===== config.mk =====
export PLATFORM = sky130hd
export DESIGN_NAME = box_filter_top
export DESIGN_NICKNAME = d
export VERILOG_FILES = /design/src/logic/box_filter_pkg.sv /design/src/logic/box_ctrl_if.sv /design/src/logic/box_filter_ctrl.sv /design/src/logic/pixel_scan.sv /design/src/logic/window_sum.sv /design/src/logic/box_filter_top.sv
export VERILOG_INCLUDE_DIRS = /design/src /design/src/logic
export SDC_FILE = /design/constraint.sdc
export NUM_CORES = 1
export LEC_CHECK = 0
export BUFFER_PORTS_ARGS = -buffer_cell sky130_fd_sc_hd__buf_2
export CAP_MARGIN = 30
export CORE_ASPECT_RATIO = 0.7
export CORE_MARGIN = 5
export CORE_UTILIZATION = 55
export DETAILED_ROUTE_END_ITERATION = 10
export GPL_TIMING_DRIVEN = 1
export PLACE_DENSITY = 0.8
export REMOVE_ABC_BUFFERS = 1
export SLEW_MARGIN = 20
export SYNTH_ARGS = -nofsm -noshare
export SYNTH_HDL_FRONTEND = slang
export SYNTH_SLANG_ARGS = --single-unit
export TNS_END_PERCENT = 10

===== constraint.sdc =====
create_clock -name clk -period 4.4 [get_ports clk]
set_input_delay 0 -clock clk [delete_from_list [all_inputs] [get_ports clk]]
set_output_delay 0 -clock clk [all_outputs]
set_load 0.05 [all_outputs]

===== src/logic/box_filter_config.svh =====
`ifndef BOX_FILTER_CONFIG_SVH
`define BOX_FILTER_CONFIG_SVH

// number of pixels summed in one horizontal window.
`define BOX_WIN 12

// greyscale pixel width.
`define PIX_W 8

// image width and height, up to 511.
`define DIM_W 9

// pixel memory address, wide enough for 511 x 511.
`define ADDR_W 18

// window sum, 8 bits plus 4 bits of growth for 12 terms.
`define SUM_W 12

// column counter, one bit wider than a dimension.
`define CNT_W 10

// read latency of the external pixel memory in cycles.
`define MEM_LAT 1

`endif


===== src/logic/box_filter_pkg.sv =====
`include "box_filter_config.svh"

package box_filter_pkg;

  typedef logic [`PIX_W-1:0] pixel_t;

  typedef logic [`DIM_W-1:0] dim_t;

  typedef logic [`CNT_W-1:0] col_cnt_t;

  typedef logic [`ADDR_W-1:0] addr_t;

  typedef logic [`SUM_W-1:0] box_sum_t;

  // row sequencer states.
  // each row walks START_ROW, SUM_EN, CUM_EN and back to START_ROW.
  typedef enum logic [2:0] {
    IDLE       = 3'b000,
    START      = 3'b001,
    START_ROW  = 3'b010,
    SUM_EN     = 3'b011,
    CUM_EN     = 3'b100,
    FINISH_ALL = 3'b101
  } box_state_e;

endpackage


===== src/logic/box_ctrl_if.sv =====
`timescale 1ns/1ps

// enable strobes from the row sequencer to the counters and the datapath.
interface box_ctrl_if;

  logic start_en;
  logic count_en;
  logic ld_en;
  logic reset_en;
  logic sum_en;
  logic cum_en;

  modport ctrl (
    output start_en,
    output count_en,
    output ld_en,
    output reset_en,
    output sum_en,
    output cum_en
  );

  modport scan (
    input start_en,
    input count_en,
    input ld_en,
    input reset_en
  );

  modport acc (
    input ld_en,
    input reset_en,
    input sum_en,
    input cum_en
  );

endinterface


===== src/logic/box_filter_ctrl.sv =====
`timescale 1ns/1ps
`include "box_filter_config.svh"

module box_filter_ctrl (
  input  logic                     clk,
  input  logic                     rst_n,
  input  logic                     start_i,
  input  box_filter_pkg::col_cnt_t counter_i,
  input  logic                     start_gt_2_i,
  input  logic                     row_eq_max_i,
  input  box_filter_pkg::dim_t     img_width_i,
  box_ctrl_if.ctrl                 ctl,
  output logic                     data_valid_o,
  output logic                     finish_o
);

  import box_filter_pkg::*;

  // the window is full once column 11 has been read.
  localparam col_cnt_t FILL_LAST = col_cnt_t'(`BOX_WIN - 1);

  box_state_e state_q;
  box_state_e prev_q;
  box_state_e state_d;
  col_cnt_t   row_last;

  // the counter runs one past the last column, so that the pixel of
  // column width-1 is still summed inside CUM_EN.
  assign row_last = col_cnt_t'(img_width_i) - 1'b1;

  always_ff @(posedge clk) begin
    if (!rst_n) begin
      state_q <= IDLE;
      prev_q  <= IDLE;
    end else begin
      state_q <= state_d;
      prev_q  <= state_q;
    end
  end

  always_comb begin
    case (state_q)
      IDLE:       state_d = start_i ? START : IDLE;
      START:      state_d = start_gt_2_i ? START_ROW : START;
      START_ROW:  state_d = SUM_EN;
      SUM_EN: begin
        if (row_eq_max_i) begin
          state_d = FINISH_ALL;
        end else if (counter_i > FILL_LAST) begin
          state_d = CUM_EN;
        end else begin
          state_d = SUM_EN;
        end
      end
      CUM_EN:     state_d = (counter_i > row_last) ? START_ROW : CUM_EN;
      FINISH_ALL: state_d = IDLE;
      default:    state_d = IDLE;
    endcase
  end

  always_comb begin
    ctl.start_en = 1'b0;
    ctl.count_en = 1'b0;
    ctl.ld_en    = 1'b0;
    ctl.reset_en = 1'b0;
    ctl.sum_en   = 1'b0;
    ctl.cum_en   = 1'b0;
    data_valid_o = 1'b0;
    finish_o     = 1'b0;

    case (state_q)
      START: begin
        ctl.start_en = 1'b1;
      end
      START_ROW: begin
        ctl.count_en = 1'b1;
        ctl.ld_en    = 1'b1;
        // the last sum of the row is still in the register here.
        if (prev_q == CUM_EN) begin
          data_valid_o = 1'b1;
        end
      end
      SUM_EN: begin
        ctl.count_en = 1'b1;
        ctl.sum_en   = 1'b1;
      end
      CUM_EN: begin
        ctl.count_en = 1'b1;
        ctl.sum_en   = 1'b1;
        ctl.cum_en   = 1'b1;
        data_valid_o = 1'b1;
      end
      FINISH_ALL: begin
        finish_o     = 1'b1;
        ctl.reset_en = 1'b1;
      end
      default: begin
      end
    endcase
  end

  a_finish_pulse: assert property (
    @(posedge clk) disable iff (!rst_n)
    finish_o |=> !finish_o
  );

  a_idle_quiet: assert property (
    @(posedge clk) disable iff (!rst_n)
    (state_q == IDLE) |-> !data_valid_o
  );

  a_state_legal: assert property (
    @(posedge clk) disable iff (!rst_n)
    state_q inside {IDLE, START, START_ROW, SUM_EN, CUM_EN, FINISH_ALL}
  );

endmodule


===== src/logic/pixel_scan.sv =====
`timescale 1ns/1ps

module pixel_scan (
  input  logic                     clk,
  input  logic                     rst_n,
  input  box_filter_pkg::dim_t     img_width_i,
  input  box_filter_pkg::dim_t     img_height_i,
  box_ctrl_if.scan                 ctl,
  output logic                     rd_en_o,
  output box_filter_pkg::addr_t    rd_addr_o,
  output box_filter_pkg::col_cnt_t counter_o,
  output logic                     start_gt_2_o,
  output logic                     row_eq_max_o
);

  import box_filter_pkg::*;

  logic [1:0] start_cnt;
  logic       first_row;
  dim_t       row_idx;
  addr_t      row_base;
  col_cnt_t   col_q;
  logic       col_in_row;

  assign col_in_row = col_q < col_cnt_t'(img_width_i);

  // START_ROW holds a stale column, so no read is made in it.
  // after the last row the SUM_EN cycle that ends the frame reads nothing.
  assign rd_en_o = ctl.count_en && !ctl.ld_en && col_in_row && !row_eq_max_o;

  assign rd_addr_o = row_base + addr_t'(col_q);

  assign counter_o = col_q;

  // high in the third warm-up cycle.
  assign start_gt_2_o = start_cnt == 2'd2;

  assign row_eq_max_o = row_idx == img_height_i;

  always_ff @(posedge clk) begin
    if (!rst_n || ctl.reset_en) begin
      start_cnt <= '0;
      first_row <= 1'b0;
    end else begin
      if (ctl.start_en && !start_gt_2_o) begin
        start_cnt <= start_cnt + 1'b1;
      end
      if (ctl.start_en) begin
        first_row <= 1'b1;
      end else if (ctl.ld_en) begin
        first_row <= 1'b0;
      end
    end
  end

  // every START_ROW but the first one steps to the next image row.
  always_ff @(posedge clk) begin
    if (!rst_n || ctl.reset_en) begin
      row_idx  <= '0;
      row_base <= '0;
    end else if (ctl.ld_en && !first_row) begin
      row_idx  <= row_idx + 1'b1;
      row_base <= row_base + addr_t'(img_width_i);
    end
  end

  always_ff @(posedge clk) begin
    if (!rst_n || ctl.reset_en) begin
      col_q <= '0;
    end else if (ctl.ld_en) begin
      col_q <= '0;
    end else if (ctl.count_en) begin
      col_q <= col_q + 1'b1;
    end
  end

  a_addr_in_image: assert property (
    @(posedge clk) disable iff (!rst_n)
    rd_en_o |-> (rd_addr_o < addr_t'(img_width_i) * addr_t'(img_height_i))
  );

endmodule


===== src/logic/window_sum.sv =====
`timescale 1ns/1ps
`include "box_filter_config.svh"

module window_sum (
  input  logic                     clk,
  input  logic                     rst_n,
  input  box_filter_pkg::pixel_t   rd_data_i,
  box_ctrl_if.acc                  ctl,
  output box_filter_pkg::box_sum_t sum_o
);

  import box_filter_pkg::*;

  localparam int unsigned MAX_SUM = `BOX_WIN * ((1 << `PIX_W) - 1);

  logic [`MEM_LAT-1:0] sum_en_pipe;
  logic                pix_arrives;
  pixel_t              line_q [`BOX_WIN];
  pixel_t              oldest;
  box_sum_t            sum_q;
  box_sum_t            sum_d;

  // sum_en marks the cycle of a read, the pixel shows up MEM_LAT later.
  always_ff @(posedge clk) begin
    if (!rst_n) begin
      sum_en_pipe <= '0;
    end else begin
      sum_en_pipe[0] <= ctl.sum_en;
      for (int i = 1; i < `MEM_LAT; i++) begin
        sum_en_pipe[i] <= sum_en_pipe[i-1];
      end
    end
  end

  assign pix_arrives = sum_en_pipe[`MEM_LAT-1];

  assign oldest = line_q[`BOX_WIN-1];

  // cum_en already lines up with the pixel of column 12 onwards.
  always_comb begin
    sum_d = sum_q;
    if (pix_arrives) begin
      if (ctl.cum_en) begin
        sum_d = sum_q + box_sum_t'(rd_data_i) - box_sum_t'(oldest);
      end else begin
        sum_d = sum_q + box_sum_t'(rd_data_i);
      end
    end
  end

  always_ff @(posedge clk) begin
    if (!rst_n || ctl.ld_en || ctl.reset_en) begin
      sum_q <= '0;
    end else begin
      sum_q <= sum_d;
    end
  end

  // line_q[0] holds the newest pixel.
  always_ff @(posedge clk) begin
    if (ctl.ld_en || ctl.reset_en) begin
      for (int i = 0; i < `BOX_WIN; i++) begin
        line_q[i] <= '0;
      end
    end else if (pix_arrives) begin
      line_q[0] <= rd_data_i;
      for (int i = 1; i < `BOX_WIN; i++) begin
        line_q[i] <= line_q[i-1];
      end
    end
  end

  assign sum_o = sum_q;

  a_sum_in_range: assert property (
    @(posedge clk) disable iff (!rst_n)
    sum_q <= box_sum_t'(MAX_SUM)
  );

endmodule


===== src/logic/box_filter_top.sv =====
`timescale 1ns/1ps

module box_filter_top (
  input  logic                     clk,
  input  logic                     rst_n,
  input  logic                     start_i,
  input  box_filter_pkg::dim_t     img_width_i,
  input  box_filter_pkg::dim_t     img_height_i,
  input  box_filter_pkg::pixel_t   rd_data_i,
  output logic                     rd_en_o,
  output box_filter_pkg::addr_t    rd_addr_o,
  output box_filter_pkg::box_sum_t sum_o,
  output logic                     data_valid_o,
  output logic                     finish_o
);

  import box_filter_pkg::*;

  col_cnt_t counter;
  logic     start_gt_2;
  logic     row_eq_max;

  box_ctrl_if ctl_if ();

  // row sequencer.
  box_filter_ctrl i_ctrl (
    .clk          (clk),
    .rst_n        (rst_n),
    .start_i      (start_i),
    .counter_i    (counter),
    .start_gt_2_i (start_gt_2),
    .row_eq_max_i (row_eq_max),
    .img_width_i  (img_width_i),
    .ctl          (ctl_if.ctrl),
    .data_valid_o (data_valid_o),
    .finish_o     (finish_o)
  );

  // counters and memory addressing.
  pixel_scan i_scan (
    .clk          (clk),
    .rst_n        (rst_n),
    .img_width_i  (img_width_i),
    .img_height_i (img_height_i),
    .ctl          (ctl_if.scan),
    .rd_en_o      (rd_en_o),
    .rd_addr_o    (rd_addr_o),
    .counter_o    (counter),
    .start_gt_2_o (start_gt_2),
    .row_eq_max_o (row_eq_max)
  );

  // delay line and running sum.
  window_sum i_sum (
    .clk       (clk),
    .rst_n     (rst_n),
    .rd_data_i (rd_data_i),
    .ctl       (ctl_if.acc),
    .sum_o     (sum_o)
  );

endmodule


* Word-level counts from Yosys, hierarchy flattened *
Memory sizes are Yosys's and may differ from the RTL's.
Index checks and enable logic that the tools add are counted.
W data, S select, Z words.

word-level totals
  output and inout bits = 33
  register bits = 59
  memories = 1
  RAM bits = 96
  word-level logic and storage cells = 94
  input port bits = 29

cells by class
  reduce and logical (&&, ||, !) cells = 19
  add/subtract/negate cells = 8
  equal/unequal tests = 8
  bitwise gates (word level) = 12
  magnitude comparators = 3
  multiplexer cells = 34

memories
  name          words  width  rd ports  clocked after memory_dff  write ports  RTL line          text
  i_sum.line_q  12     8      12        0                         12           window_sum.sv:18  pixel_t line_q [`BOX_WIN];

operators with widths
  cell                     number
  $mux W8                  12
  $add A18 B10 Y18         1
  $add A18 B9 Y18          1
  $mux W1                  15
  $pmux W3 S5              1
  $add A12 B8 Y12          1
  $mux W12                 1
  $or A1 B1 Y1             12
  $sub A12 B8 Y12          1
  $add A10 B1 Y10 const B  1
  $gt A10 B10 Y1           1
  $gt A10 B4 Y1 const B    1
  $lt A10 B9 Y1            1
  $sub A9 B1 Y10 const B   1
  $add A9 B1 Y9 const B    1
  $eq A3 B3 Y1 const B     3
  $eq A9 B9 Y1             1
  $mux W3                  3
  $eq A3 B2 Y1 const B     2
  $logic_and A1 B1 Y1      5
  $logic_not A1 Y1         5
  $logic_or A1 B1 Y1       4
  $reduce_or A2 Y1         2
  $eq A3 B1 Y1 const B     1
  other kinds (7)          7

* Logic depth before layout (Yosys ltp) *
Gate-level depths: netlist of run 1.

  depth in word-level cells = 6
  depth in mapped cells = 14
  depth with buffers taken out = 14

* Cells and area by module *
From an unflattened synthesis of run 1, not the netlist that was laid out.

unflattened totals
  cell total of the unflattened synthesis = 841
  area, all modules = 8,647.0 um2

modules (own cells, without submodules)
  module           instances  seq. area each (um2)  area each (um2)  cells each
  window_sum       1          3,143.0               4,902.2          383
  pixel_scan       1          800.8                 2,987.9          371
  box_filter_ctrl  1          120.1                 757.0            87

* Worst setup path before layout of run 1 *
Ideal clock, no wire load.

  kind = flip-flop to flip-flop
  start = reg i_ctrl.state_q[0]
  end = mem i_sum.line_q[0][0] (netlist bit), enable pin
  path buffers = 3
  arrival time = 2,822 ps
  setup slack = 676 ps
  required time = 3,497 ps
  library setup time = 903 ps
  stages on the path, launching flop included = 6
  cell sequence = dfxtp_1 > clkbuf_1 > o21a_1 > buf_2 > clkbuf_1 > nand2_1

RTL lines
  element                 RTL line               text
  start, declared         box_filter_ctrl.sv:22  box_state_e state_q;
  start signal, assigned  box_filter_ctrl.sv:36  state_q <= state_d;
  end, declared           window_sum.sv:18

* Worst setup path in the final report of run 1 *
  start = reg i_sum.sum_q[0] (netlist: i_sum.sum_o[0])
  end = reg i_sum.sum_q[9] (netlist: i_sum.sum_o[9])

between the ends
  longest elaborated chain between the ends = 3

ends and longest elaborated chain
  element                 RTL line                            text
  start, declared         window_sum.sv:20                    box_sum_t sum_q;
  start signal, assigned  window_sum.sv:55                    sum_q <= sum_d;
  $add A12 B8 Y12 *       window_sum.sv:44, window_sum.sv:46
  $sub A12 B8 Y12         window_sum.sv:44                    sum_d = sum_q + box_sum_t'(rd_data_i) - box_sum_t'(oldest);
  $mux W12 *              window_sum.sv:43                    if (ctl.cum_en) begin

Every way passes the cells marked *; elsewhere a longest branch is shown, timed or not.
A chain may end at the register's enable or synchronous reset.

==> out/metrics.csv, run 1 <==
metric,value,unit
ys_ff_latch,155,
drc,0,
diodes,0,
critPathBufInv,0,
vias_per_cell,5.64,
postRouteAntennaNets,0,
first_pass_iters,5,
post_drt_wl_per_cell,16.1,um
cpPeakStageDelay,0.41,ns
crit_chain,"ha_1, fa_1, a21oi_1, nor2_1, nor3_1, xnor2_1, ha_1, a21o_1, o41a_1, or3_1, a21oi_1, mux2i_1, mux2i_1",
place.gp.congestion,0.877,
timing.final.crit_share,0.836,
synth_edf_count,96,
yosysSeqAreaShare,0.487,
cts_buffers,17,
setup_viol,0,
cts_resized,0,
place_ws,0.775,ns
power_leakage,0.00418,uW
start_util,0.564,
relSlewSlack,0.474,
clk_latency,0.43,ns
vdd_drop_max,0.000247,V
cts_buffer_depth,2,
worst_slack,0.721,ns
die_w,157,um
hold_class,input port to flip-flop,
synth_top_area_frac,0.345,
fp.dieArea,17800,um^2
io_buffers,61,
dr_total_vias,6038,
cts_root_buf,clkbuf_16,
yosysTopAreaCell,edfxtp_1,
yosys_warnings,0,
wirelength,17200,um
synth_cell_types,64,
synth_top_flop_cell,edfxtp_1,
worstMarginPinSlew,0.786,ns
worstPathRequired,4.76,ns
grt_pass1_vias,5688,
path_delay_family,compound AO/OA/AOI/OAI gates,
critPathKind,flip-flop to flip-flop,
crit_arrival,4.04,ns
final.setup_skew,0.0114,ns
die_h,113,um
async_reset_ff_frac,0,
total_power,3390,uW
grt_overflow,0,
coreArea,14800,um^2
drive_gt1_frac,0.130,
dp_hpwl,11700,um
final_nets,954,
critPathMaxFanout,4,
synthTopCellsByArea,"edfxtp_1, dfxtp_1, ha_1",
rows,37,
drv_slew,0,
fmax,272,MHz
syn_inst,807,
clk_pin_slew,0.07,ns
fin_hold_ws,0.0129,ns
synth_area_per_cell,10.4,um^2
power_density,355,nW/um^2
antenna_found_initial,0,
cp-start-kind,flip-flop,
grt_pass1_wl,28500,um
htreeDepth,4,
syn_to_final_growth,14.2,%
status,"complete, no violations",
critical_path.slowest_cell,fa_1,
fin_crit,3.68,ns
drv_cap,0,
cts_sinks,155,
netlist_area,8350,um^2
drtIter0Drc,476,
grt_max_degree,98,
grt_usage,0.200,
io_pins,62,
rsz0062_at_grt,no,
fin_tns_setup,0,ns
final_cell_mix,"edfxtp_1, and3_1, buf_2",
mostFrequentLayoutCell,edfxtp_1,
crit_path_end_kind,flip-flop,
cts_tree,done,
hold_viol,0,
final cells by class:
| type | count | area (um^2) |
|---|---|---|
| clock buffer | 17 | 425 |
| tap | 195 | 244 |
| clock inverter | 15 | 200 |
| inverter | 39 | 146 |
| sequential | 155 | 4070 |
| multi-input combinational | 576 | 4010 |
| timing repair buffer | 74 | 455 |
| fill | 1157 | 5270 |
stage by stage:
stage                     utilization  cells  instance area (um^2)
after global routing            0.644   1071                  9540
after global placement          0.595   1030                  8810
after floorplan                     -    770                  8210
final                           0.644   1071                  9540
after CTS                       0.644   1071                  9540
after detailed placement        0.596   1031                  8840
worst paths after layout:
check | startpoint | to | slack, ns | depth (start not counted)
setup / recovery | i_sum.sum_o[0] | i_sum.sum_o[9] | 0.72 | 13
hold / removal | rd_data_i[1] | i_sum.line_q[0][1] | 0.01 | 2
hold reg to reg | i_scan.row_base[8] | i_scan.row_base[8] | 0.48 | 2
setup reg to reg | i_sum.sum_o[0] | i_sum.sum_o[9] | 0.72 | 13
timing repair:
| action | 4_1_cts | 5_1_grt |
|---|---|---|
| hold buffers | 8 | 0 |
| buffers inserted | 0 | 0 |
| endpoints found under the hold margin | 18 | 0 |
logic make-up after synthesis:
| kind of cell | share of synthesized area |
|---|---|
| flops | 0.487 |
| fa+ha+maj | 0.0965 |
| buf+inv | 0.0351 |
| compound gates | 0.121 |
| simple gates | 0.188 |
| xor+xnor | 0.0671 |
| mux | 0.00599 |
synthesized netlist by cell type, drive strengths merged, types with 8 or more instances:
master  count
nand3      14
nand4       8
a21oi      48
and3       88
xnor2      31
nor2       51
a21o       12
o21a        8
clkbuf     32
ha         58
o21ai      31
a211oi     12
edfxtp     96
nand2      52
nor3       16
dfxtp      59
xor2       33
inv        39
and2       22
or3        11
nor2b      11
worst reg2reg max path, cell delays in order (launching register included):
cell and delay (ns):
dfxtp_1 0.33, ha_1 0.25, fa_1 0.41, a21oi_1 0.20, nor2_1 0.10, nor3_1 0.19
xnor2_1 0.19, ha_1 0.32, a21o_1 0.24, o41a_1 0.39, or3_1 0.38, a21oi_1 0.20
mux2i_1 0.24, mux2i_1 0.19
sequential cells by signal, indices dropped and copies added, names as in the netlist:
signal and cells:
i_ctrl.prev_q 3, i_scan.row_base 18, i_scan.row_idx 9, i_scan.counter_o 10
i_sum.sum_o 12, i_scan.start_cnt 2, i_sum.pix_arrives 1, i_ctrl.state_q 3
i_scan.first_row 1, i_sum.line_q 96
per-layer routing:
layer  up-vias  share of wire  global-route usage
li1       3035              -                   -
met1      2842           0.51               0.307
met2       139           0.42               0.281
met3        22          0.052              0.0512
met4         0          0.013              0.0556
met5         -              0                   0
power breakdown:
part | total [uW] | internal (uW) | switching, uW | leakage (uW)
Sequential | 1600 | 1580 | 18.7 | 0.00136
Combinational | 260 | 98.7 | 161 | 0.00253
Clock | 1530 | 870 | 660 | 0.000297
Total | 3390 | 2550 | 840 | 0.00418
Note: power is estimated with default switching activity, not from simulation.
==> run 2: changes to the inputs <==
--- a/config.mk
+++ b/config.mk
@@ -13,7 +13,7 @@
 export CORE_UTILIZATION = 55
 export DETAILED_ROUTE_END_ITERATION = 10
 export GPL_TIMING_DRIVEN = 1
-export PLACE_DENSITY = 0.8
+export PLACE_DENSITY = 0.83
 export REMOVE_ABC_BUFFERS = 1
 export SLEW_MARGIN = 20
 export SYNTH_ARGS = -nofsm -noshare
==> constraint.sdc (replaced) <==
create_clock -name clk -period 3.21 [get_ports clk]
set_input_delay 0 -clock clk [delete_from_list [all_inputs] [get_ports clk]]
set_output_delay 0 -clock clk [all_outputs]
set_load 0.05 [all_outputs]
==> out/metrics.csv, run 2 (synthesized netlist as in run 1, its figures left out) <==
metric,value,unit,change
dp_hpwl,12100,um,"was 11,700 um"
fmax,306,MHz,was 272 MHz
grt_usage,0.204,,was 0.200
timing.final.crit_share,1.02,,was 0.836
fp.dieArea,17800,um^2,unchanged
start_util,0.564,,unchanged
crit_chain,"ha_2, fa_2, a21oi_2, nor2_1, nor3_2, xnor2_1, ha_1, a21o_1, o41a_1, or3_4, a211o_1, a21oi_2, mux2i_1",,"was ha_1, fa_1, a21oi_1, nor2_1, nor3_1, xnor2_1, ha_1, a21o_1, o41a_1, or3_1, a21oi_1, mux2i_1, mux2i_1"
power_leakage,0.00423,uW,was 0.00418 uW
clk_pin_slew,0.06,ns,was 0.07 ns
grt_pass1_vias,5785,,"was 5,688"
critPathKind,flip-flop to flip-flop,,unchanged
final-seq-area,4070,um^2,unchanged
drc,0,,unchanged
rsz0062_at_grt,yes,,was no
critPathBufInv,0,,unchanged
cts_tree,done,,unchanged
largest_register,i_sum.line_q,,unchanged
cts_root_buf,clkbuf_16,,unchanged
finalNonFillerCells,1090,,"was 1,071"
relSlewSlack,0.501,,was 0.474
status,"complete, but fails checks",,"was complete, no violations"
hold_viol,0,,unchanged
placed_cells,1047,,"was 1,031"
dr_total_vias,6197,,"was 6,038"
final_cell_mix,"edfxtp_1, and3_1, buf_2",,unchanged
cts_buffers,17,,unchanged
worstPathRequired,3.56,ns,was 4.76 ns
io_buffers,61,,unchanged
crit_path_end_kind,flip-flop,,unchanged
final.setup_skew,0.0110,ns,was 0.0114 ns
multi_input_area,4040,um^2,was 4010 um^2
rows,37,,unchanged
hold_class,input port to flip-flop,,unchanged
place.gp.congestion,0.909,,was 0.877
worst_path_most_repeated_cell,a21oi_2,,
mostFrequentLayoutCell,edfxtp_1,,unchanged
cp-start-kind,flip-flop,,unchanged
first_pass_iters,4,,was 5
power_density,458,nW/um^2,was 355 nW/um^2
worstMarginPinSlew,0.749,ns,was 0.786 ns
cts_sinks,155,,unchanged
path_delay_family,compound AO/OA/AOI/OAI gates,,unchanged
fin_hold_ws,0.0731,ns,was 0.0129 ns
crit_arrival,3.62,ns,was 4.04 ns
final_nets,972,,was 954
critical_path.slowest_cell,o41a_1,,was fa_1
drv_cap,0,,unchanged
critPathMaxFanout,3,,was 4
postRouteAntennaNets,0,,unchanged
io_pins,62,,unchanged
worst_slack,-0.0631,ns,was 0.721 ns
antenna_found_initial,0,,unchanged
nFillCells,1152,,"was 1,157"
vdd_drop_max,0.000421,V,was 0.000247 V
drtIter0Drc,490,,was 476
grt_pass1_wl,29100,um,"was 28,500 um"
fin_crit,3.27,ns,was 3.68 ns
grt_max_degree,100,,was 98
drv_slew,0,,unchanged
violations,setup timing,,
setup_viol,2,,was 0
cpPeakStageDelay,0.38,ns,was 0.41 ns
htreeDepth,4,,unchanged
post_drt_wl_per_cell,16.0,um,was 16.1 um
wirelength,17500,um,"was 17,200 um"
die_w,157,um,unchanged
clk_latency,0.42,ns,was 0.43 ns
coreArea,14800,um^2,unchanged
grt_overflow,0,,unchanged
cts_buffer_depth,2,,unchanged
vias_per_cell,5.69,,was 5.64
syn_to_final_growth,15.1,%,was 14.2%
largest_register_ffs,96,,unchanged
drive_gt1_frac,0.153,,was 0.130
die_h,113,um,unchanged
==> run 2: per-stage QoR <==
step	TNS, ns	instance area (um^2)	power (uW)	util	setup slack (ns)
after floorplan	-165.97	8210	2470	-	-1.72
after global placement	-0.424	8940	2580	0.603	-0.198
after detailed placement	-0.661	8940	2590	0.603	-0.254
after CTS	-0.0737	9600	4440	0.648	-0.0552
after global routing	-0.687	9610	4560	0.649	-0.246
final	-0.0966	9610	4400	0.649	-0.0631
==> run 2: what timing repair did <==
item / CTS / global route
endpoints found under the hold margin: 20 / 0
hold buffers: 9 / 0
pin swaps: 2 / 2
endpoints found under the setup margin: 4 / 9
gates resized for setup: 6 / 4
setup buffers: 1 / 0
==> run 2: area by class of cell <==
| cell class | instances | share of cell area |
|---|---|---|
| diodes | 1 | 0.000260 |
| clock buffers | 17 | 0.0442 |
| clock inverters | 15 | 0.0121 |
| inverters | 39 | 0.0152 |
| multi-input cells | 576 | 0.420 |
| flip-flops and latches | 155 | 0.423 |
| well taps | 195 | 0.0254 |
| repair buffers | 92 | 0.0596 |
==> run 2: power breakdown <==
part           internal, uW  switching [uW]
registers              2170            26.4
logic                   145             221
clock network          1000             838
total                  3310            1090
==> run 2: final timing paths <==
kind / from / endpoint / slack (ns) / cells past startpoint
worst min-delay path: img_width_i[0] / i_scan.row_base[0] / 0.07 / 4
worst max register to register: i_sum.sum_o[0] / i_sum.sum_o[11] / -0.06 / 13
worst max-delay path: i_sum.sum_o[0] / i_sum.sum_o[11] / -0.06 / 13
worst min register to register: i_scan.row_base[8] / i_scan.row_base[8] / 0.48 / 2
==> run 2: tightest hold or removal path, stage by stage <==
cell,delay (ns)
buf_2,0.15
ha_1,0.15
nand2_1,0.05
a21oi_1,0.10
==> run 2: per-layer routing <==
| metal | vias to the layer above | share of wire | GRT usage |
|---|---|---|---|
| li1 | 3066 | - | - |
| met3 | 22 | 0.060 | 0.0459 |
| met4 | 0 | 0.015 | 0.0670 |
| met1 | 2948 | 0.50 | 0.314 |
| met5 | - | 0 | 0 |
| met2 | 161 | 0.42 | 0.285 |
